<file path="config.mk">
export PLATFORM = sky130hd
export DESIGN_NAME = digital_clock_top
export DESIGN_NICKNAME = d
export VERILOG_FILES = /design/src/clock_pkg.sv /design/src/button_pulse.sv /design/src/digital_clock_top.sv /design/src/display_mux.sv /design/src/mode_ctrl.sv /design/src/tick_gen.sv /design/src/time_counters.sv
export SDC_FILE = /design/constraint.sdc
export NUM_CORES = 1
export LEC_CHECK = 0
export ABC_AREA = 0
export BUFFER_PORTS_ARGS = -buffer_cell sky130_fd_sc_hd__buf_2
export CORE_ASPECT_RATIO = 0.8
export CORE_MARGIN = 2
export CORE_UTILIZATION = 30
export DETAILED_ROUTE_END_ITERATION = 10
export GPL_TIMING_DRIVEN = 0
export PLACE_DENSITY = 0.55
export SYNTH_ARGS = -nofsm -noshare
export SYNTH_HDL_FRONTEND = slang
export SYNTH_SLANG_ARGS = --single-unit
</file>
<file path="constraint.sdc">
create_clock -name clk -period 9.11 [get_ports clk]
set_clock_uncertainty 0.1 [all_clocks]
set_input_delay 0.911 -clock clk [delete_from_list [all_inputs] [get_ports clk]]
set_output_delay 0.911 -clock clk [all_outputs]
set_load 0.01 [all_outputs]
</file>
<file path="src/clock_pkg.sv">
/*
 * Digital clock shared definitions
 * Field widths and limits, mode and position enums,
 * seven-segment patterns and decimal-point patterns
 */
`default_nettype none

package clock_pkg;

	// ----------------------------------------
	// Time fields
	// ----------------------------------------
	localparam int HMS_W    = 6;
	typedef logic [HMS_W-1:0] hms_t;

	localparam int SEC_MAX  = 59;
	localparam int MIN_MAX  = 59;
	localparam int HOUR_MAX = 23;

	// ----------------------------------------
	// Display
	// ----------------------------------------
	localparam int DIGITS = 6;
	localparam int SEG_W  = 7;
	typedef logic [SEG_W-1:0]  seg_t;      // a in bit 6 .. g in bit 0
	typedef logic [DIGITS-1:0] digit_en_t; // active low

	typedef enum logic [1:0] {
		MODE_CLOCK = 2'd0,
		MODE_SETUP = 2'd1,
		MODE_ALARM = 2'd2
	} mode_e;

	typedef enum logic [1:0] {
		POS_SEC  = 2'd0,
		POS_MIN  = 2'd1,
		POS_HOUR = 2'd2
	} pos_e;

	localparam seg_t SEG_BLANK = 7'b000_0000;

	localparam logic [DIGITS-1:0] DP_CLOCK = 6'b010101; // hh.mm.ss separators
	localparam logic [DIGITS-1:0] DP_SETUP = 6'b000001;
	localparam logic [DIGITS-1:0] DP_ALARM = 6'b000010;

	localparam seg_t SEG_DIGIT [10] = '{
		7'b111_1110, 7'b011_0000, 7'b110_1101, 7'b111_1001, 7'b011_0011,
		7'b101_1011, 7'b101_1111, 7'b111_0000, 7'b111_1111, 7'b111_0011
	};

endpackage

`default_nettype wire

</file>
<file path="src/button_pulse.sv">
/*
 * Button debouncer
 * Synchronizes four push buttons, filters them on the debounce
 * tick and gives one press pulse per debounced rising edge
 */
`default_nettype none

module button_pulse (
	input  wire        clk,
	input  wire        rst_n,
	input  wire        i_deb_tick,
	input  wire  [3:0] i_btn,    // mode, pos, inc, alarm
	output logic [3:0] o_press
);

	localparam int NBTN = 4;

	logic [NBTN-1:0] sync1;
	logic [NBTN-1:0] sync2;
	logic [NBTN-1:0] samp;     // previous debounce sample
	logic [NBTN-1:0] level;    // stable level
	logic [NBTN-1:0] level_d;

	always_ff @(posedge clk or negedge rst_n) begin
		if (!rst_n) begin
			sync1   <= '0;
			sync2   <= '0;
			samp    <= '0;
			level   <= '0;
			level_d <= '0;
		end else begin
			sync1   <= i_btn;
			sync2   <= sync1;
			level_d <= level;
			if (i_deb_tick) begin
				samp <= sync2;
				for (int b = 0; b < NBTN; b++) begin
					if (sync2[b] == samp[b])
						level[b] <= sync2[b]; // two equal samples in a row
				end
			end
		end
	end

	assign o_press = level & ~level_d;

endmodule

`default_nettype wire

</file>
<file path="src/digital_clock_top.sv">
/*
 * Digital clock top level
 * Buttons to tick generator, mode FSM, time counters and the
 * multiplexed seven-segment display
 */
`default_nettype none

module digital_clock_top #(
	parameter int SEC_DIV  = 50_000_000,
	parameter int SCAN_DIV = 5_000,
	parameter int DEB_DIV  = 500_000
) (
	input  wire                  clk,
	input  wire                  rst_n,
	input  wire                  i_btn_mode,
	input  wire                  i_btn_pos,
	input  wire                  i_btn_inc,
	input  wire                  i_btn_alarm,
	output clock_pkg::seg_t      o_seg,
	output logic                 o_seg_dp,
	output clock_pkg::digit_en_t o_seg_enb,
	output logic                 o_alarm
);

	import clock_pkg::*;

	logic  sec_tick, blink_on, scan_tick, deb_tick;
	logic  mode_press, pos_press, inc_press, alarm_press;
	mode_e mode;
	pos_e  pos;
	logic  alarm_en;
	hms_t  clk_sec, clk_min, clk_hour;
	hms_t  al_sec, al_min, al_hour;

	tick_gen #(
		.SEC_DIV  (SEC_DIV),
		.SCAN_DIV (SCAN_DIV),
		.DEB_DIV  (DEB_DIV)
	) u_tick_gen (
		.clk         (clk),
		.rst_n       (rst_n),
		.o_sec_tick  (sec_tick),
		.o_blink_on  (blink_on),
		.o_scan_tick (scan_tick),
		.o_deb_tick  (deb_tick)
	);

	button_pulse u_button_pulse (
		.clk        (clk),
		.rst_n      (rst_n),
		.i_deb_tick (deb_tick),
		.i_btn      ({i_btn_mode, i_btn_pos, i_btn_inc, i_btn_alarm}),
		.o_press    ({mode_press, pos_press, inc_press, alarm_press})
	);

	mode_ctrl u_mode_ctrl (
		.clk        (clk),
		.rst_n      (rst_n),
		.i_press    ({mode_press, pos_press, inc_press, alarm_press}),
		.o_mode     (mode),
		.o_pos      (pos),
		.o_alarm_en (alarm_en)
	);

	time_counters u_time_counters (
		.clk         (clk),
		.rst_n       (rst_n),
		.i_sec_tick  (sec_tick),
		.i_inc_press (inc_press),
		.i_mode      (mode),
		.i_pos       (pos),
		.i_alarm_en  (alarm_en),
		.o_clk_sec   (clk_sec),
		.o_clk_min   (clk_min),
		.o_clk_hour  (clk_hour),
		.o_al_sec    (al_sec),
		.o_al_min    (al_min),
		.o_al_hour   (al_hour),
		.o_alarm     (o_alarm)
	);

	display_mux u_display_mux (
		.clk         (clk),
		.rst_n       (rst_n),
		.i_scan_tick (scan_tick),
		.i_blink_on  (blink_on),
		.i_mode      (mode),
		.i_pos       (pos),
		.i_clk_sec   (clk_sec),
		.i_clk_min   (clk_min),
		.i_clk_hour  (clk_hour),
		.i_al_sec    (al_sec),
		.i_al_min    (al_min),
		.i_al_hour   (al_hour),
		.o_seg       (o_seg),
		.o_seg_dp    (o_seg_dp),
		.o_seg_enb   (o_seg_enb)
	);

endmodule

`default_nettype wire

</file>
<file path="src/display_mux.sv">
/*
 * Display multiplexer
 * Selects clock or alarm time, decodes six digits with field
 * blinking and scans them one at a time onto the segment bus
 */
`default_nettype none

module display_mux (
	input  wire                  clk,
	input  wire                  rst_n,
	input  wire                  i_scan_tick,
	input  wire                  i_blink_on,
	input  clock_pkg::mode_e     i_mode,
	input  clock_pkg::pos_e      i_pos,
	input  clock_pkg::hms_t      i_clk_sec,
	input  clock_pkg::hms_t      i_clk_min,
	input  clock_pkg::hms_t      i_clk_hour,
	input  clock_pkg::hms_t      i_al_sec,
	input  clock_pkg::hms_t      i_al_min,
	input  clock_pkg::hms_t      i_al_hour,
	output clock_pkg::seg_t      o_seg,
	output logic                 o_seg_dp,
	output clock_pkg::digit_en_t o_seg_enb
);

	import clock_pkg::*;

	localparam int NFLD  = 3;
	localparam int IDX_W = $clog2(DIGITS);

	hms_t              fld [NFLD];   // sec, min, hour
	logic [3:0]        dig [DIGITS];
	seg_t              dseg [DIGITS];
	logic [DIGITS-1:0] dp_pat;
	logic              editing;
	logic [IDX_W-1:0]  scan_idx;
	logic              scan_d;

	assign editing = (i_mode == MODE_SETUP) || (i_mode == MODE_ALARM);

	// ----------------------------------------
	// Digit decode
	// ----------------------------------------
	always_comb begin
		fld[0] = (i_mode == MODE_ALARM) ? i_al_sec : i_clk_sec;
		fld[1] = (i_mode == MODE_ALARM) ? i_al_min : i_clk_min;
		fld[2] = (i_mode == MODE_ALARM) ? i_al_hour : i_clk_hour;
		for (int i = 0; i < NFLD; i++) begin
			dig[2*i]     = 4'(fld[i] % 10);  // ones
			dig[2*i + 1] = 4'(fld[i] / 10);  // tens
			if (editing && !i_blink_on && (int'(i_pos) == i)) begin
				dseg[2*i]     = SEG_BLANK;
				dseg[2*i + 1] = SEG_BLANK;
			end else begin
				dseg[2*i]     = SEG_DIGIT[dig[2*i]];
				dseg[2*i + 1] = SEG_DIGIT[dig[2*i + 1]];
			end
		end
	end

	always_comb begin
		case (i_mode)
			MODE_SETUP: dp_pat = DP_SETUP;
			MODE_ALARM: dp_pat = DP_ALARM;
			default:    dp_pat = DP_CLOCK;
		endcase
	end

	// ----------------------------------------
	// Scan
	// ----------------------------------------
	always_ff @(posedge clk or negedge rst_n) begin
		if (!rst_n) begin
			scan_idx <= '0;
			scan_d   <= 1'b0;
		end else begin
			scan_d <= i_scan_tick;
			if (i_scan_tick)
				scan_idx <= (scan_idx == IDX_W'(DIGITS - 1)) ? '0 : scan_idx + 1'b1;
		end
	end

	// Outputs load the cycle after each scan step
	always_ff @(posedge clk or negedge rst_n) begin
		if (!rst_n) begin
			o_seg     <= SEG_BLANK;
			o_seg_dp  <= 1'b0;
			o_seg_enb <= '1;        // all digits off
		end else if (scan_d) begin
			o_seg     <= dseg[scan_idx];
			o_seg_dp  <= dp_pat[scan_idx];
			o_seg_enb <= ~(digit_en_t'(1) << scan_idx);
		end
	end

endmodule

`default_nettype wire

</file>
<file path="src/mode_ctrl.sv">
/*
 * Mode controller
 * Steps the display mode and the selected field on button
 * presses and toggles the alarm enable
 */
`default_nettype none

module mode_ctrl (
	input  wire              clk,
	input  wire              rst_n,
	input  wire        [3:0] i_press,   // mode, pos, inc, alarm
	output clock_pkg::mode_e o_mode,
	output clock_pkg::pos_e  o_pos,
	output logic             o_alarm_en
);

	import clock_pkg::*;

	logic mode_press;
	logic pos_press;
	logic alarm_press;
	logic editing;

	assign mode_press  = i_press[3];
	assign pos_press   = i_press[2];
	assign alarm_press = i_press[0];
	assign editing     = (o_mode == MODE_SETUP) || (o_mode == MODE_ALARM);

	always_ff @(posedge clk or negedge rst_n) begin
		if (!rst_n) begin
			o_mode <= MODE_CLOCK;
			o_pos  <= POS_SEC;
		end else if (mode_press) begin
			o_pos <= POS_SEC;
			case (o_mode)
				MODE_CLOCK: o_mode <= MODE_SETUP;
				MODE_SETUP: o_mode <= MODE_ALARM;
				default:    o_mode <= MODE_CLOCK;
			endcase
		end else if (pos_press && editing) begin
			case (o_pos)
				POS_SEC: o_pos <= POS_MIN;
				POS_MIN: o_pos <= POS_HOUR;
				default: o_pos <= POS_SEC;
			endcase
		end
	end

	always_ff @(posedge clk or negedge rst_n) begin
		if (!rst_n)
			o_alarm_en <= 1'b0;
		else if (alarm_press)
			o_alarm_en <= ~o_alarm_en;  // any mode
	end

endmodule

`default_nettype wire

</file>
<file path="src/tick_gen.sv">
/*
 * Tick generator
 * Divides clk into one-cycle enables for the second count,
 * digit scanning and button sampling, plus the blink phase
 */
`default_nettype none

module tick_gen #(
	parameter int SEC_DIV  = 50_000_000,
	parameter int SCAN_DIV = 5_000,
	parameter int DEB_DIV  = 500_000
) (
	input  wire  clk,
	input  wire  rst_n,
	output logic o_sec_tick,
	output logic o_blink_on,
	output logic o_scan_tick,
	output logic o_deb_tick
);

	localparam int SEC_W  = $clog2(SEC_DIV);
	localparam int SCAN_W = $clog2(SCAN_DIV);
	localparam int DEB_W  = $clog2(DEB_DIV);

	logic [SEC_W-1:0]  sec_cnt;
	logic [SCAN_W-1:0] scan_cnt;
	logic [DEB_W-1:0]  deb_cnt;

	assign o_sec_tick  = (sec_cnt == SEC_W'(SEC_DIV - 1));
	assign o_scan_tick = (scan_cnt == SCAN_W'(SCAN_DIV - 1));
	assign o_deb_tick  = (deb_cnt == DEB_W'(DEB_DIV - 1));
	assign o_blink_on  = (sec_cnt >= SEC_W'(SEC_DIV / 2)); // second half of each second

	always_ff @(posedge clk or negedge rst_n) begin
		if (!rst_n) begin
			sec_cnt <= '0;
		end else if (o_sec_tick) begin
			sec_cnt <= '0;
		end else begin
			sec_cnt <= sec_cnt + 1'b1;
		end
	end

	always_ff @(posedge clk or negedge rst_n) begin
		if (!rst_n) begin
			scan_cnt <= '0;
		end else if (o_scan_tick) begin
			scan_cnt <= '0;
		end else begin
			scan_cnt <= scan_cnt + 1'b1;
		end
	end

	always_ff @(posedge clk or negedge rst_n) begin
		if (!rst_n) begin
			deb_cnt <= '0;
		end else if (o_deb_tick) begin
			deb_cnt <= '0;
		end else begin
			deb_cnt <= deb_cnt + 1'b1;
		end
	end

endmodule

`default_nettype wire

</file>
<file path="src/time_counters.sv">
/*
 * Time and alarm registers
 * Clock time with second/minute/hour carries, field increments
 * in setup and alarm modes, and the alarm match latch
 */
`default_nettype none

module time_counters (
	input  wire              clk,
	input  wire              rst_n,
	input  wire              i_sec_tick,
	input  wire              i_inc_press,
	input  clock_pkg::mode_e i_mode,
	input  clock_pkg::pos_e  i_pos,
	input  wire              i_alarm_en,
	output clock_pkg::hms_t  o_clk_sec,
	output clock_pkg::hms_t  o_clk_min,
	output clock_pkg::hms_t  o_clk_hour,
	output clock_pkg::hms_t  o_al_sec,
	output clock_pkg::hms_t  o_al_min,
	output clock_pkg::hms_t  o_al_hour,
	output logic             o_alarm
);

	import clock_pkg::*;

	localparam hms_t SEC_TOP  = hms_t'(SEC_MAX);
	localparam hms_t MIN_TOP  = hms_t'(MIN_MAX);
	localparam hms_t HOUR_TOP = hms_t'(HOUR_MAX);

	logic match;

	function automatic hms_t inc_wrap(input hms_t v, input hms_t top);
		return (v == top) ? '0 : v + 1'b1;
	endfunction

	// ----------------------------------------
	// Clock time
	// ----------------------------------------
	always_ff @(posedge clk or negedge rst_n) begin
		if (!rst_n) begin
			o_clk_sec  <= '0;
			o_clk_min  <= '0;
			o_clk_hour <= '0;
		end else if (i_mode == MODE_SETUP) begin
			if (i_inc_press) begin    // no carry while setting
				case (i_pos)
					POS_SEC:  o_clk_sec  <= inc_wrap(o_clk_sec, SEC_TOP);
					POS_MIN:  o_clk_min  <= inc_wrap(o_clk_min, MIN_TOP);
					POS_HOUR: o_clk_hour <= inc_wrap(o_clk_hour, HOUR_TOP);
					default: ;
				endcase
			end
		end else if (i_sec_tick) begin
			o_clk_sec <= inc_wrap(o_clk_sec, SEC_TOP);
			if (o_clk_sec == SEC_TOP) begin
				o_clk_min <= inc_wrap(o_clk_min, MIN_TOP);
				if (o_clk_min == MIN_TOP)
					o_clk_hour <= inc_wrap(o_clk_hour, HOUR_TOP);
			end
		end
	end

	// ----------------------------------------
	// Alarm time
	// ----------------------------------------
	always_ff @(posedge clk or negedge rst_n) begin
		if (!rst_n) begin
			o_al_sec  <= '0;
			o_al_min  <= '0;
			o_al_hour <= '0;
		end else if (i_mode == MODE_ALARM && i_inc_press) begin
			case (i_pos)
				POS_SEC:  o_al_sec  <= inc_wrap(o_al_sec, SEC_TOP);
				POS_MIN:  o_al_min  <= inc_wrap(o_al_min, MIN_TOP);
				POS_HOUR: o_al_hour <= inc_wrap(o_al_hour, HOUR_TOP);
				default: ;
			endcase
		end
	end

	assign match = (o_clk_sec == o_al_sec) && (o_clk_min == o_al_min) &&
	               (o_clk_hour == o_al_hour);

	// Set on match, held until the enable drops
	always_ff @(posedge clk or negedge rst_n) begin
		if (!rst_n)
			o_alarm <= 1'b0;
		else
			o_alarm <= i_alarm_en & (o_alarm | match);
	end

endmodule

`default_nettype wire
</file>
After elaboration in Yosys (flattened, before gate mapping)
Memories as Yosys holds them, arrays and structs flattened.
Cells that the tools add are included.
Storage, ports and cells
  register bits: 138
  output and inout port bits: 15
  latch bits: 0
  memories kept: 6
  RAM bits: 0
  ROM bits: 672
  word-level logic and storage cells: 178
Memory list
  (no name shown): words 16, bits a word 7, rd ports 1, clocked after Yosys merged registers in 0, write ports 0, RTL line display_mux.sv:55  | dseg[2*i] = SEG_DIGIT[dig[2*i]];
  (no name shown): words 16, bits a word 7, rd ports 1, clocked after Yosys merged registers in 0, write ports 0, RTL line display_mux.sv:55
  (no name shown): words 16, bits a word 7, rd ports 1, clocked after Yosys merged registers in 0, write ports 0, RTL line display_mux.sv:56  | dseg[2*i + 1] = SEG_DIGIT[dig[2*i + 1]];
  (no name shown): words 16, bits a word 7, rd ports 1, clocked after Yosys merged registers in 0, write ports 0, RTL line display_mux.sv:56
  (no name shown): words 16, bits a word 7, rd ports 1, clocked after Yosys merged registers in 0, write ports 0, RTL line display_mux.sv:56
  (no name shown): words 16, bits a word 7, rd ports 1, clocked after Yosys merged registers in 0, write ports 0, RTL line display_mux.sv:55
Operators by class
  equality and inequality tests: 27
  reductions and logical operators: 27
  bitwise logic cells: 13
  $lt $le $gt $ge: 9
  div/mod/pow operators: 6
  multipliers: 0
  shifts and indexed selects: 1
  add/subtract/negate cells: 10
  muxes and demuxes: 53
Operators by type and width (count)
  $mux 6: 24
  $mux 7: 14
  $div 6x4->32 const B: 3
  $mod 6x4->32 const B: 3
  $mux 14: 3
  $add 6x1->6 const B: 6
  $ge 5x5->1 const B: 6
  $not 4->5: 6
  $add 26x1->26 const B: 1
  $eq 26x26->1 const B: 1
  $ge 26x25->1 const B: 1
  $mux 26: 1
  $eq 6x6->1 const B: 4
  $bmux 7 s3: 1
  $add 19x1->19 const B: 1
  $eq 19x19->1 const B: 1
  $mux 19: 1
  $eq 6x6->1: 3
  $reduce_and 2->1: 7
  $add 13x1->13 const B: 1
  $eq 13x13->1 const B: 1
  $mux 13: 1
  $eq 6x5->1 const B: 2
  $pmux 5 s2: 1
  29 further kinds: 53

Logic depth before layout (Yosys ltp)
  word-level depth: 11
  depth in mapped cells: 27
  mapped depth without buffers: 22

Cells and area by module
Synthesis repeated with hierarchy kept, for this count alone.
Unflattened totals
  cell total of the unflattened synthesis: 1036
  area, all modules: 9546.7 sq um
Modules (own cells, without submodules)
  display_mux: times used 1, area an instance 3662.3 sq um, cells an instance 475
  tick_gen: times used 1, area an instance 2845.2 sq um, cells an instance 278
  time_counters: times used 1, area an instance 2118.3 sq um, cells an instance 217
  button_pulse: times used 1, area an instance 683.2 sq um, cells an instance 46
  mode_ctrl: times used 1, area an instance 237.7 sq um, cells an instance 20

Least setup slack after synthesis
OpenSTA, ideal clock, no wires.
  kind: register to register
  start: reg u_mode_ctrl.o_mode[0]
  end: reg u_display_mux.o_seg[5]
  slack: 4.038 ns
  period minus slack after synthesis: 5.072 ns
  buffers on the path: 6
  data required time: 8.884 ns
  cell stages (with the launch flop): 23
  arrival: 4.846 ns
  cell sequence: dfrtp_1 inv_1 ha_1 buf_6 buf_12 buf_6 buf_6 buf_2 clkbuf_1 a21oi_1 ha_1 nand2b_1 a2111oi_0 o211ai_1 nand3_4 mux2_4 a211oi_4 xnor2_1 inv_1 ha_1 nor3b_1 o21ai_1 a221o_1
Between the ends
  word-level cells in the longest chain between the ends: 11
RTL lines
  start, declared: RTL line mode_ctrl.sv:12  | output clock_pkg::mode_e o_mode,
  start signal, assigned: RTL line mode_ctrl.sv:31  | o_mode <= MODE_CLOCK;
  start signal, assigned: RTL line mode_ctrl.sv:36  | MODE_CLOCK: o_mode <= MODE_SETUP;
  start signal, assigned: RTL line mode_ctrl.sv:37  | MODE_SETUP: o_mode <= MODE_ALARM;
  $eq 2x2->1
  $mux 6 (on tied branches): RTL line display_mux.sv:47, display_mux.sv:45, display_mux.sv:46
  $div 6x4->32 / $mod 6x4->32 (equally long branches): RTL line display_mux.sv:50, display_mux.sv:49
  $not 4->5 (on tied branches): RTL line display_mux.sv:56, display_mux.sv:55
  $mem_v2 16x7 (on tied branches)
  $mux 7 (on tied branches) (2 in series): RTL line display_mux.sv:56, display_mux.sv:55
  $mux 14: RTL line display_mux.sv:51  | if (editing && !i_blink_on && (int'(i_pos) == i)) begin
  $bmux 7 s3 (*): RTL line display_mux.sv:90  | o_seg <= dseg[scan_idx];
  $mux 7 (implied by the code) (*) (2 in series): RTL line display_mux.sv:90
  end signal, assigned: RTL line display_mux.sv:90
  end, declared: RTL line display_mux.sv:21  | output clock_pkg::seg_t o_seg,
Mark *: on every way between the ends. The rest lies on a longest branch, timed or not. The select of a mux whose other input is x is not followed.
A chain may end at the register's enable or synchronous reset.

Final worst setup path
  start: reg u_mode_ctrl.o_mode[0]
  end: reg u_display_mux.o_seg[3]
Same word-level chain as after synthesis.

==> results.cfg <==
[clocking]
clk_latency_ns = 0.43
ctsLongestPathBuffers = 2
cts_tree = built
clock_sinks = 138
cts_setup_buffers = 0
cts_root_buf = clkbuf_16
hold_buffers = 0
numCtsBuffers = 17
htreeDepth = 4
cts.reportedPaths.clkPinSlew_ns = 0.07
post_cts_resized = 0

[timing]
fin_crit_ns = 6.39
slew_headroom_pct = 33.1
clock.fmax_mhz = 156
setup_tns_ns = 0
tightestPinTransition_ns = 0.995
slew_violations = 0
setup_violations = 0
rsz0062_at_grt = no
finalHoldViolCount = 0
min_period_over_period_pct = 70.2

[finish]
regArea_um2 = 3460
stdcell_count = 1471
multi_input_area_um2 = 5260
final_net_count = 1108
n_antenna_cell = 0
drive_above_1_share_pct = 12.8
fillCellCount = 3117
area_delta_synth_final_pct = 13.5
final_cell_area_um2 = 10400

[floorplanning]
die_x_um = 200
ioPinCount = 21
dieArea_um2 = 32100
rows = 57
initial_core_util_pct = 30.4
core_um2 = 30200
die_h_um = 161

[placed_design]
place_area_um2 = 9860
dp_cells = 1439
gp_congestion = 0.842
hpwl_um = 15500
portBuffers = 20

[routing]
drt_iter0_drc = 423
wl_per_cell_um = 14.2
wl_um = 20900
vias = 7236
first_pass_iters = 5
viasPerCell = 4.92
ant_nets = 0
drcViolationCount = 0

[global_routing]
grt_pass1_vias = 7012
antenna_found_initial = 0
overflow = 0
grt_max_degree = 93
grt_pass1_wl_um = 36000
grt_use_total_pct = 13.9

[pwr]
ir_drop_uv = 186
leakagePower_nw = 4.77
powerDensity_nw_per_um2 = 127
total_power_w = 0.00132

[critical_path]
ff2ff_path_depth = 23
critPathMaxFanout = 10
worstPathArrival_ns = 6.61
start_kind = flip-flop
path_class = reg -> reg
cp.required_ns = 9.33
end_kind = flip-flop

[yosys]
synth.distinct_cells = 94
yosysMostFrequentCell = dfrtp_1
netlist_instances = 1004
yosysSeqAreaShare_pct = 37.6
synth-main-ff-cell = dfrtp_1
yosysWarnings = 0
synth_edf_count = 0
ys_ff_latch = 138
synth_area_per_cell_um2 = 9.16
ys_top_cells_by_count = dfrtp_1 (132), nand2_1 (121), nor2_1 (86), ha_1 (57), nand3_1 (48)
syn_area_um2 = 9200
synthArstFlopShare_pct = 100
synth_area_leader_cell = dfrtp_1
netlist_top_cells_area = dfrtp_1 (36%), ha_1 (7.8%), nand2_1 (4.9%), xor2_1 (4.5%), xnor2_1 (3.5%)
synth_top_cell_area_share_pct = 35.9
syn_nets = 1067

[min_path]
min_delay_path_depth = 0
hold_path_class = reg -> reg

[flow_run]
drv_cap = 0

[run_status]
status = finished, final reports clean
-- critical path, cell delays in order, from the launching register on --
cell	delay, ns
dfrtp_1	0.39
inv_1	0.12
ha_1	0.17
buf_6	0.16
buf_12	0.15
buf_6	0.17
buf_6	0.17
buf_2	0.28
clkbuf_1	0.56
a21oi_1	0.14
ha_1	0.35
nand2b_1	0.16
a2111oi_0	0.61
o211ai_1	0.31
nand3_4	0.24
mux2_4	0.33
a211oi_4	0.42
xnor2_1	0.28
inv_1	0.15
ha_1	0.33
mux2i_1	0.07
o21ai_1	0.17
o21ai_1	0.10
a221o_1	0.34
-- routing by layer --
metal | track usage, % | routed length [um] | vias to the layer above
li1 | - | - | 3603
met1 | 21.0 | 10900 | 3456
met2 | 20.1 | 8630 | 164
met3 | 3.61 | 1270 | 13
met4 | 2.26 | 139 | 0
met5 | 0 | 0 | -
-- power breakdown --
| group | switching (W) | total, W | internal, W |
|---|---|---|---|
| registers | 0.000000729 | 0.000615 | 0.000615 |
| clock network | 0.000297 | 0.000694 | 0.000397 |
| logic | 0.0000122 | 0.0000147 | 0.00000251 |
-- metrics by stage --
step	setup slack, ns	utilization [%]	hold slack [ns]
floorplan	4.04	-	0.231
finish	2.72	34.5	0.248
global route	2.33	34.5	0.254
CTS	2.85	34.5	0.251
detailed placement	2.84	32.6	0.235
global placement	2.94	32.5	0.234
-- kinds of logic (layout without fill, tap and decap cells) --
logic type	Yosys count	after routing	share of synthesized area, %
xor gates and xnor gates	85	85	8.17
and+or+nand+nor	374	374	19.6
AOI/OAI and AO/OA	198	198	14.8
DFF	138	138	37.6
adders and majority gates	58	58	7.88
muxes	54	54	6.66
buffers and inverters	97	151	5.28
-- worst paths after layout --
path                                          from                             to  slack (ns)
max                          u_mode_ctrl.o_mode[0]         u_display_mux.o_seg[3]        2.72
min                        u_button_pulse.sync1[3]        u_button_pulse.sync2[3]        0.25
max reg2reg                  u_mode_ctrl.o_mode[0]         u_display_mux.o_seg[3]        2.72
min reg2reg                u_button_pulse.sync1[3]        u_button_pulse.sync2[3]        0.25
max in group asynchronous                    rst_n     u_display_mux.o_seg_enb[1]        7.71
min in group asynchronous                    rst_n  u_time_counters.o_clk_hour[3]        0.33
-- flip-flops by register name, summed over array words and instances, names as in the netlist, 2 cells and up --
signal                      cells
u_mode_ctrl.o_pos               2
u_button_pulse.sync2            4
u_display_mux.o_seg             7
u_tick_gen.deb_cnt             19
u_button_pulse.level_d          4
u_display_mux.o_seg_enb         6
u_tick_gen.scan_cnt            13
u_time_counters.o_al_hour       6
u_display_mux.scan_idx          3
u_button_pulse.level            4
u_tick_gen.sec_cnt             26
u_button_pulse.sync1            4
u_mode_ctrl.o_mode              2
u_time_counters.o_clk_hour      6
u_button_pulse.samp             4
u_time_counters.o_al_min        6
u_time_counters.o_clk_min       6
u_time_counters.o_al_sec        6
u_time_counters.o_clk_sec       6
-- layout make-up --
type	count	area share [%]
Clock inverter	13	1.25
Timing Repair Buffer	22	1.33
Tap cell	413	4.95
Buffer	49	2.85
Sequential cell	138	33.1
Multi-Input combinational cell	769	50.4
Clock buffer	19	4.34
Inverter	48	1.80
-- layout by cell type, fill, tap and decap left out, drive strengths merged, types with 30 or more instances in the layout --
| cell | netlist | routed |
|---|---|---|
| ha | 57 | 57 |
| nor2 | 86 | 86 |
| a21oi | 43 | 43 |
| buf | 21 | 43 |
| xor2 | 47 | 47 |
| o21ai | 54 | 54 |
| nand2 | 122 | 122 |
| inv | 47 | 53 |
| dfrtp | 132 | 132 |
| mux2i | 30 | 30 |
| nand3 | 50 | 50 |
| clkbuf | 28 | 47 |
| xnor2 | 38 | 38 |
No activity file was read; power rests on OpenSTA's default activity.
